`src/hw/btbPkg.sv`:
```
/*
 * BTB sizes, index/tag/bank field helpers,
 * the shared entry and update structs, and the clearing FSM state type
 */
package btbPkg;

    localparam int fetchWidth = 2;
    localparam int issueWidth = 2;
    localparam int entryNum = 64;
    localparam int bankNum = 4;
    localparam int queueDepth = 4;
    localparam int insnBytes = 4;

    localparam int insnShift = $clog2(insnBytes);
    localparam int indexBits = $clog2(entryNum);
    localparam int bankBits = $clog2(bankNum);
    localparam int rowNum = entryNum / bankNum;
    localparam int tagBits = 8;
    localparam int targetLowBits = 16;

    typedef logic [31:0] pcT;
    typedef logic [indexBits-1:0] indexT;
    typedef logic [bankBits-1:0] bankT;
    typedef logic [indexBits-bankBits-1:0] rowT;
    typedef logic [tagBits-1:0] tagT;
    typedef logic [targetLowBits-1:0] targetLowT;
    typedef logic [$clog2(queueDepth)-1:0] queuePtrT;
    typedef logic [$clog2(queueDepth):0] queueCountT;

    // Compressed entry, upper target half comes from the fetch PC
    typedef struct packed {
        logic valid;
        logic isCondBr;
        tagT tag;
        targetLowT targetLow;
    } btbEntryT;

    typedef struct packed {
        logic valid;
        logic taken;
        logic isCondBr;
        pcT brAddr;
        pcT nextAddr;
    } brResultT;

    typedef struct packed {
        logic hit;
        logic isCondBr;
        pcT target;
    } lookupT;

    typedef struct packed {
        indexT index;
        btbEntryT entry;
    } pendingWriteT;

    typedef enum logic {
        clearing,
        running
    } initStateT;

    function automatic indexT toIndex(input pcT pc);
        return pc[indexBits+insnShift-1:insnShift];
    endfunction

    function automatic tagT toTag(input pcT pc);
        return pc[tagBits+indexBits+insnShift-1:indexBits+insnShift];
    endfunction

    // Bank is taken from the low index bits
    function automatic bankT toBank(input indexT index);
        return index[bankBits-1:0];
    endfunction

    function automatic rowT toRow(input indexT index);
        return index[indexBits-1:bankBits];
    endfunction

    function automatic pcT rebuildTarget(input pcT fetchPc, input targetLowT targetLow);
        return {fetchPc[31:targetLowBits], targetLow};
    endfunction

endpackage

```
`src/hw/multiBankRam.sv`:
```
/*
 * Banked storage for BTB entries
 * One write per bank per cycle, picked from the update ports
 * Registered read for every fetch slot
 */
`timescale 1ns/10ps

module multiBankRam import btbPkg::*; (
    input  logic                         clk,
    input  logic     [issueWidth-1:0]    writeEn,
    input  indexT    [issueWidth-1:0]    writeIndex,
    input  btbEntryT [issueWidth-1:0]    writeData,
    input  indexT    [fetchWidth-1:0]    readIndex,
    output btbEntryT [fetchWidth-1:0]    readData
);

    btbEntryT mem [bankNum][rowNum];

    logic     [bankNum-1:0] bankWe;
    rowT      [bankNum-1:0] bankRow;
    btbEntryT [bankNum-1:0] bankData;

    // Route each write port to the bank its index selects
    always_comb begin
        bankWe = '0;
        bankRow = '0;
        bankData = '0;
        for (int b = 0; b < bankNum; b++) begin
            for (int p = 0; p < issueWidth; p++) begin
                if (writeEn[p] && !bankWe[b] && toBank(writeIndex[p]) == bankT'(b)) begin
                    bankWe[b] = 1'b1;
                    bankRow[b] = toRow(writeIndex[p]);
                    bankData[b] = writeData[p];
                end
            end
        end
    end

    always_ff @(posedge clk) begin
        for (int b = 0; b < bankNum; b++) begin
            if (bankWe[b]) begin
                mem[b][bankRow[b]] <= bankData[b];
            end
        end
        // Read returns the old value when written on the same edge
        for (int s = 0; s < fetchWidth; s++) begin
            readData[s] <= mem[toBank(readIndex[s])][toRow(readIndex[s])];
        end
    end

endmodule

```
`src/hw/conflictQueue.sv`:
```
/*
 * Circular FIFO holding BTB writes deferred by bank conflicts
 * Wrapping head/tail pointers with an occupancy count
 */
`timescale 1ns/10ps

module conflictQueue import btbPkg::*; (
    input  logic         clk,
    input  logic         rstN,
    input  logic         push,
    input  pendingWriteT pushData,
    input  logic         pop,
    output pendingWriteT headData,
    output logic         empty,
    output logic         full
);

    pendingWriteT mem [queueDepth];

    queuePtrT   headPtr;
    queuePtrT   tailPtr;
    queueCountT count;
    logic       doPush;
    logic       doPop;

    assign doPush = push && !full;
    assign doPop = pop && !empty;

    assign empty = (count == '0);
    assign full = (count == queueCountT'(queueDepth));
    assign headData = mem[headPtr];

    always_ff @(posedge clk or negedge rstN) begin
        if (!rstN) begin
            headPtr <= '0;
            tailPtr <= '0;
            count <= '0;
        end else begin
            if (doPush) begin
                tailPtr <= (tailPtr == queuePtrT'(queueDepth - 1)) ? '0 : tailPtr + 1'b1;
            end
            if (doPop) begin
                headPtr <= (headPtr == queuePtrT'(queueDepth - 1)) ? '0 : headPtr + 1'b1;
            end
            // Simultaneous push and pop keep the count
            if (doPush && !doPop) begin
                count <= count + 1'b1;
            end else if (doPop && !doPush) begin
                count <= count - 1'b1;
            end
        end
    end

    always_ff @(posedge clk) begin
        if (doPush) begin
            mem[tailPtr] <= pushData;
        end
    end

endmodule

```
`src/hw/branchTargetBuffer.sv`:
```
/*
 * BTB core: slot lookup, tag compare and target rebuild,
 * update arbitration with bank conflict deferral to the queue,
 * and the post-reset clearing FSM
 */
`timescale 1ns/10ps

module branchTargetBuffer import btbPkg::*; (
    input  logic                         clk,
    input  logic                         rstN,
    input  pcT                           fetchPc,
    input  brResultT [issueWidth-1:0]    brResult,
    output lookupT   [fetchWidth-1:0]    lookup,
    output logic                         initBusy,
    output logic     [issueWidth-1:0]    writeEn,
    output indexT    [issueWidth-1:0]    writeIndex,
    output btbEntryT [issueWidth-1:0]    writeData,
    output indexT    [fetchWidth-1:0]    readIndex,
    input  btbEntryT [fetchWidth-1:0]    readData,
    output logic                         push,
    output pendingWriteT                 pushData,
    output logic                         pop,
    input  pendingWriteT                 headData,
    input  logic                         empty,
    input  logic                         full
);

    initStateT state;
    indexT     clearIdx;
    logic      probeOk;

    pcT [fetchWidth-1:0] slotPc;
    pcT [fetchWidth-1:0] slotPcReg;

    logic     [issueWidth-1:0] req;
    indexT    [issueWidth-1:0] reqIndex;
    btbEntryT [issueWidth-1:0] reqEntry;
    logic                      deferred;
    logic                      headClash;
    logic                      drained;

    assign initBusy = (state == clearing);

    // Sequential slot addresses, probed in the RAM this cycle
    always_comb begin
        for (int s = 0; s < fetchWidth; s++) begin
            slotPc[s] = fetchPc + pcT'(s * insnBytes);
            readIndex[s] = toIndex(slotPc[s]);
        end
    end

    // Hit check one cycle later, against the registered slot PC
    always_comb begin
        for (int s = 0; s < fetchWidth; s++) begin
            lookup[s].hit = probeOk && readData[s].valid
                            && (readData[s].tag == toTag(slotPcReg[s]));
            lookup[s].isCondBr = readData[s].isCondBr;
            lookup[s].target = rebuildTarget(slotPcReg[s], readData[s].targetLow);
        end
    end

    // Only taken branches are learned
    always_comb begin
        for (int p = 0; p < issueWidth; p++) begin
            req[p] = brResult[p].valid && brResult[p].taken;
            reqIndex[p] = toIndex(brResult[p].brAddr);
            reqEntry[p].valid = 1'b1;
            reqEntry[p].isCondBr = brResult[p].isCondBr;
            reqEntry[p].tag = toTag(brResult[p].brAddr);
            reqEntry[p].targetLow = brResult[p].nextAddr[targetLowBits-1:0];
        end
    end

    always_comb begin
        deferred = 1'b0;
        headClash = 1'b0;
        drained = 1'b0;
        push = 1'b0;
        pushData = '0;
        pop = 1'b0;
        writeEn = req;
        writeIndex = reqIndex;
        writeData = reqEntry;

        // Higher port yields to a lower port on the same bank
        for (int i = 1; i < issueWidth; i++) begin
            for (int j = 0; j < i; j++) begin
                if (writeEn[i] && writeEn[j]
                    && toBank(writeIndex[i]) == toBank(writeIndex[j])) begin
                    writeEn[i] = 1'b0;
                    // One push per cycle, dropped when the queue is full
                    if (!deferred && !full) begin
                        push = 1'b1;
                        pushData.index = reqIndex[i];
                        pushData.entry = reqEntry[i];
                    end
                    deferred = 1'b1;
                end
            end
        end

        // Queue head takes the first idle port if its bank is free
        for (int j = 0; j < issueWidth; j++) begin
            if (writeEn[j] && toBank(writeIndex[j]) == toBank(headData.index)) begin
                headClash = 1'b1;
            end
        end
        if (!empty && !headClash) begin
            for (int i = 0; i < issueWidth; i++) begin
                if (!drained && !writeEn[i]) begin
                    writeEn[i] = 1'b1;
                    writeIndex[i] = headData.index;
                    writeData[i] = headData.entry;
                    pop = 1'b1;
                    drained = 1'b1;
                end
            end
        end

        // Clearing owns port 0 and blocks everything else
        if (state == clearing) begin
            writeEn = '0;
            writeEn[0] = 1'b1;
            for (int p = 0; p < issueWidth; p++) begin
                writeIndex[p] = clearIdx;
            end
            writeData = '0;
            push = 1'b0;
            pop = 1'b0;
        end
    end

    always_ff @(posedge clk or negedge rstN) begin
        if (!rstN) begin
            state <= clearing;
            clearIdx <= '0;
            probeOk <= 1'b0;
        end else begin
            probeOk <= (state == running);
            if (state == clearing) begin
                clearIdx <= clearIdx + 1'b1;
                if (clearIdx == indexT'(entryNum - 1)) begin
                    state <= running;
                end
            end
        end
    end

    // Aligns slot PCs with the RAM read latency
    always_ff @(posedge clk) begin
        slotPcReg <= slotPc;
    end

endmodule

```
`src/hw/btbTop.sv`:
```
/*
 * BTB top level
 * Connects the core to entry storage and the conflict queue
 */
`timescale 1ns/10ps

module btbTop import btbPkg::*; (
    input  logic                         clk,
    input  logic                         rstN,
    input  pcT                           fetchPc,
    input  brResultT [issueWidth-1:0]    brResult,
    output lookupT   [fetchWidth-1:0]    lookup,
    output logic                         initBusy
);

    logic     [issueWidth-1:0] writeEn;
    indexT    [issueWidth-1:0] writeIndex;
    btbEntryT [issueWidth-1:0] writeData;
    indexT    [fetchWidth-1:0] readIndex;
    btbEntryT [fetchWidth-1:0] readData;

    logic         push;
    pendingWriteT pushData;
    logic         pop;
    pendingWriteT headData;
    logic         empty;
    logic         full;

    branchTargetBuffer core_i (
        .clk        (clk),
        .rstN       (rstN),
        .fetchPc    (fetchPc),
        .brResult   (brResult),
        .lookup     (lookup),
        .initBusy   (initBusy),
        .writeEn    (writeEn),
        .writeIndex (writeIndex),
        .writeData  (writeData),
        .readIndex  (readIndex),
        .readData   (readData),
        .push       (push),
        .pushData   (pushData),
        .pop        (pop),
        .headData   (headData),
        .empty      (empty),
        .full       (full)
    );

    multiBankRam ram_i (
        .clk        (clk),
        .writeEn    (writeEn),
        .writeIndex (writeIndex),
        .writeData  (writeData),
        .readIndex  (readIndex),
        .readData   (readData)
    );

    conflictQueue queue_i (
        .clk        (clk),
        .rstN       (rstN),
        .push       (push),
        .pushData   (pushData),
        .pop        (pop),
        .headData   (headData),
        .empty      (empty),
        .full       (full)
    );

endmodule

```
`config.mk`:
```
export PLATFORM = sky130hd
export DESIGN_NAME = btbTop
export DESIGN_NICKNAME = d
export VERILOG_FILES = /design/src/hw/btbPkg.sv /design/src/hw/multiBankRam.sv /design/src/hw/conflictQueue.sv /design/src/hw/branchTargetBuffer.sv /design/src/hw/btbTop.sv
export SDC_FILE = /design/constraint.sdc
export NUM_CORES = 2
export LEC_CHECK = 0
export BUFFER_PORTS_ARGS = -buffer_cell sky130_fd_sc_hd__clkbuf_2
export CORE_MARGIN = 3
export CORE_UTILIZATION = 40
export DETAILED_ROUTE_END_ITERATION = 10
export SLEW_MARGIN = 40
export SYNTH_ARGS = -nofsm -noshare
export SYNTH_HDL_FRONTEND = slang
export SYNTH_SLANG_ARGS = --single-unit
```
`constraint.sdc`:
```
create_clock -name clk -period 8.8 [get_ports clk]
set_input_delay 0.88 -clock clk [delete_from_list [all_inputs] [get_ports clk]]
set_output_delay 0.88 -clock clk [all_outputs]
set_load 0.005 [all_outputs]
```
; ---- Word level (Yosys, flattened, before mapping)
; Memories as Yosys holds them, arrays and structs flattened.
; Cells that the tools add are included.
[word_totals]
n_memories = 2
out_inout_bits = 69
word_cells = 181
ram_bits = 1792
register_bits = 131
inputBits = 168
[mem_list]
columns = name, words, width, rd, rd_ports_with_merged_regs, wr, line_no
row1 = ram_i.mem, 4, 416, 2, 0, 4, multiBankRam.sv:17  ; btbEntryT mem [bankNum][rowNum];
row2 = queue_i.mem, 4, 32, 1, 0, 1, conflictQueue.sv:18  ; pendingWriteT mem [queueDepth];
[classes]
n_reduce_logical = 47
eq_ne = 15
n_mux = 78
order_cmp = 10
bitwise = 7
addsub = 6
[op_table]
columns = op, count
row1 = $mux 416, 4
row2 = $mux 26, 18
row3 = $demux 26 s4, 4
row4 = $bmux 26 s4, 2
row5 = $mux 52, 2
row6 = $mux 32, 2
row7 = $add 32x3->32 const B, 1
row8 = $logic_and 1x1->1, 32
row9 = $mux 4, 8
row10 = $ge 5x5->1 const B, 6
row11 = $not 4->5, 6
row12 = $mux 1, 28
row13 = $mux 12, 2
row14 = $lt 5x1->1 const B, 4
row15 = $eq 8x8->1, 2
row16 = $eq 2x2->1 const B, 6
row17 = $mux 6, 2
row18 = $logic_not 1->1, 11
row19 = $mux 2, 4
row20 = $add 6x1->6 const B, 1
row21 = $eq 2x2->1, 3
row22 = $eq 6x6->1 const B, 1
row23 = $mux 3, 2
row24 = $add 2x1->2 const B, 2
row25 = 8 further kinds, 10

; ---- Logic depth before layout (Yosys ltp)
[logic_depth]
ltp_word = 27
mapped_depth = 13
depth_no_buf = 11

; ---- Cells and area by module
; From an unflattened synthesis, not the netlist that was laid out.
[unflattened]
hier_cells = 5017
area_unflattened_um2 = 89524.6
[modules_own_cells]
columns = module, seq_area_each_um2, cells_each, n_inst, area_per_inst_um2
row1 = multiBankRam, 51008.9, 4281, 1, 80385.8
row2 = conflictQueue, 4018.9, 205, 1, 5056.1
row3 = branchTargetBuffer, 1161.1, 531, 1, 4082.7

; ---- Worst setup path after synthesis
; No wires, ideal clock.
[synth_path]
path_type = in2reg
startpoint = input port brResult[102] (netlist name)
endpoint = memory ram_i.mem[1][100] (netlist name), enable pin
path_slack_ns = 3.852
t_required_ns = 8.358
path_buffers = 2
setup_ns = 0.442
arrival_time_ns = 4.507
path_stages = 9
path_cell_list = buf_2 -> xnor2_1 -> a31oi_1 -> a31oi_1 -> mux2_4 -> a22o_1 -> buf_2 -> a22o_1 -> nor3_1
[synth_lines]
columns = item, line_no
row1 = start: declaration, btbTop.sv:11  ; input brResultT [issueWidth-1:0] brResult,
row2 = end: declaration, multiBankRam.sv:17

==> metrics.md <==
| Metric | Value |
|---|---|
| Post-layout util | 45.9% |
| Outcome | completed |
| Initial antenna violation count | 9 |
| Post-synth EDFFs | 1792 |
| Final Max Tran Viols | 0 |
| Worst reg-to-reg setup slack | 2.85 ns |
| Slew Limit Headroom | 34.9% |
| Fin crit period | 5.95 ns |
| Post-DP HPWL | 173 mm |
| Count leader, synth | edfxtp_1 |
| Starting DRT DRC Count | 7190 |
| Fin nets | 4410 |
| Clock Latency Late Sink | 0.91 ns |
| Slew of the pin with the lowest slew margin | 0.976 ns |
| PwrDens | 194 nW/um^2 |
| Site Rows | 171 |
| Routed wl met3 | 34.6 mm |
| RSZ-0062 raised after global routing | no |
| FF-to-FF Start | queue_i.headPtr[0] |
| Period utilization | 67.6% |
| CP Data Arrival Time | 6.40 ns |
| Final worst-path setup slack | 2.85 ns |
| H-tree depth | 4 |
| Yosys cell types | 78 |
| Critical path endpoint category | register |
| Post-DR wirelength/cell | 40.2 um |
| FMAX | 168 MHz |
| Yosys reg bits | 1907 |
| WHS Endpoint | core_i.lookup[31] |
| Post-CTS setup buffers | 0 |
| Largest net degree at the start of global routing | 121 |
| Post-route DRC | 0 |
| Area grow syn2layout | 13.8% |
| Die height | 474 um |
| Mean Syn Cell Area | 21.5 sq um |
| Vias/cell | 6.73 |
| WHS Path Cells | 1 |
| Post-Layout Cell Count | 7263 |
| Register area share after synthesis | 64.2% |
| Setup-failing EPs final | 0 |
| Worst vdd ir | 210 uV |
| Cells after Synth | 4064 |
| Place WS | 2.99 ns |
| Clock buffer depth | 3 |
| Area of the multi-input gates | 30300 sq um |
| Hold wc startpoint | fetchPc[31] |
| Area leader, netlist | edfxtp_1 |
| Post-synth top flop | edfxtp_1 |
| Clock Skew | 0.0933 ns |
| Hold buffers post-CTS | 1 |
| Antenna viol nets, final | 0 |
| Clock-pin slew on the worst setup and hold paths | 0.06 ns |
| Final TNS setup | 0 ns |
| Path depth of the worst reg2reg path | 11 |
| Post-CTS sizing | 0 |
| Static Leakage | 27.2 nW |
| Highest metal used | met5 |
| Async S/R FF share, synth | 0.787% |
| CORE AREA | 217000 sq um |
| Synthesized area | 87600 sq um |
| Top cells by area, synth | edfxtp_1 61%, mux4_2 29%, dfxtp_1 2.3% |
| Pre-antenna DRT Iters | 6 |
| CTS tree | yes |
| Total CTS buffers | 201 |
| Crit Path Max Fanout | 22 |
| DP Cell Count | 6874 |
| Clock Tree Root | clkbuf_16 |
| Max-Cap Viols | 0 |
| Gr usage total | 26.0% |
| Met2 WL | 134 mm |
| Storage element area | 56200 sq um |
| Met1 Wirelength | 109 mm |
| Share of cells above drive strength 1 | 43.2% |
| First-pass GRT wire length | 403 mm |
| DIE WIDTH | 474 um |
| Syn_nets | 4241 |
| Yosys Warn Count | 0 |
| Top cells by count, synth | 1792 x edfxtp_1, 1124 x mux4_2, 189 x clkbuf_1 |
| Vias in the first global route | 49214 |
| IO buf count | 166 |
| Worst endpoint required time | 9.25 ns |
| Crit path kind | register to register |
| Top Ports | 237 |
| Remaining Overflow, GRT | 0 |
| Fillers | 18038 |
| GP Congestion | 0.853 |
| Clk sinks | 1907 |
| Reg-to-reg endpoint | ram_i.mem[3][66] |
| DRT Wirelength | 292 mm |
| Worst Hold Class | input port to register |
| Total number of vias | 48885 |
| Yosys top cell area share | 61.5% |
| Startpoint Class | register |
| Die area | 225000 sq um |
| Final Hold Viols | 0 |
| Initial core utilization | 40.3% |
==> cell usage in the layout (no fill, tap or decap), types with 6 or more instances in the layout <==
cell type,n
nor2b_4,10
a22o_2,20
buf_6,14
clkbuf_2,164
dfrtp_1,14
ha_1,7
o21ai_1,7
a21oi_2,29
clkinv_2,32
xnor2_1,44
nand2_1,128
edfxtp_1,1792
inv_1,10
clkbuf_16,201
a22o_1,90
clkinv_1,34
clkbuf_8,12
xor2_1,10
buf_16,20
clkinvlp_4,6
buf_12,24
nor2_1,25
a21oi_1,32
a22oi_1,12
mux4_2,1124
bufinv_16,15
buf_8,9
buf_4,99
nor3_1,7
and2_1,38
and2_4,7
clkinv_16,13
nand4_1,11
dfxtp_1,100
and3_4,6
nor2_4,42
o21ai_0,13
clkbuf_1,57
nand3_1,24
==> through the flow <==
step / cell area (sq um) / hold slack (ns) / total power, mW
after floorplan: 87600 / 0.456 / 10.7
after global placement: 91800 / 0.482 / 11.0
after detailed placement: 92800 / 0.484 / 11.0
after CTS: 99500 / 0.0910 / 19.4
after global routing: 99700 / 0.121 / 19.9
final: 99700 / 0.166 / 19.3
==> final cells by class <==
type	instances	share of cell area (%)
sequential	1907	56.4
timing repair buffer	337	2.95
tap	2854	3.58
clock inverter	106	1.25
multi-input combinational	1775	30.4
inverter	11	0.0414
antenna	4	0.0100
clock buffer	269	5.41
==> per-layer routing <==
layer,up-vias,track usage [%]
met3,645,7.48
met4,6,11.1
met1,26656,35.0
met5,-,0
li1,18124,-
met2,3454,39.8
==> sequential cells by signal (all words and copies together) (netlist names) <==
name              cells
queue_i.headPtr       2
ram_i.mem          1664
queue_i.tailPtr       2
queue_i.mem         128
core_i.clearIdx       6
core_i.lookup        32
core_i.state          1
queue_i.count         3
core_i.probeOk        1
ram_i.readData       52
core_i.slotPcReg     16
==> power breakdown <==
part / internal [mW] / switching, mW / total, mW
Clock: 4.79 / 3.72 / 8.51
Combinational: 0.438 / 0.545 / 0.983
Sequential: 9.80 / 0.0166 / 9.82
==> worst max path at each step <==
stage                        from                end  slack, ns
2_1_floorplan       brResult[102]  ram_i.mem[1][100]       3.85
6_report       queue_i.headPtr[0]   ram_i.mem[3][66]       2.85
3_3_place_gp   queue_i.headPtr[0]   ram_i.mem[3][12]       2.75
3_5_place_dp   queue_i.headPtr[0]   ram_i.mem[3][73]       2.99
4_1_cts        queue_i.headPtr[0]   ram_i.mem[3][66]       2.94
5_1_grt        queue_i.headPtr[0]   ram_i.mem[3][66]       2.75
==> critical path: stages, from the launching register on <==
cell and delay (ns):
dfrtp_2 0.74, mux4_2 0.74, xor2_2 0.26, o31a_1 0.47
nand4_1 0.22, a21oi_4 0.58, buf_16 0.23, buf_4 0.40
a22oi_1 0.30, buf_2 0.25, nor2_4 0.52, buf_4 0.72
==> kinds of logic after synthesis <==
| logic type | share of synthesized area, % |
|---|---|
| muxes | 29.0 |
| buffers and inverters | 2.05 |
| AOI/OAI and AO/OA | 2.17 |
| and+or+nand+nor | 1.83 |
| adders and majority gates | 0.137 |
| DFF | 64.2 |
| xor gates and xnor gates | 0.667 |
(Power assumes the default switching activity.)
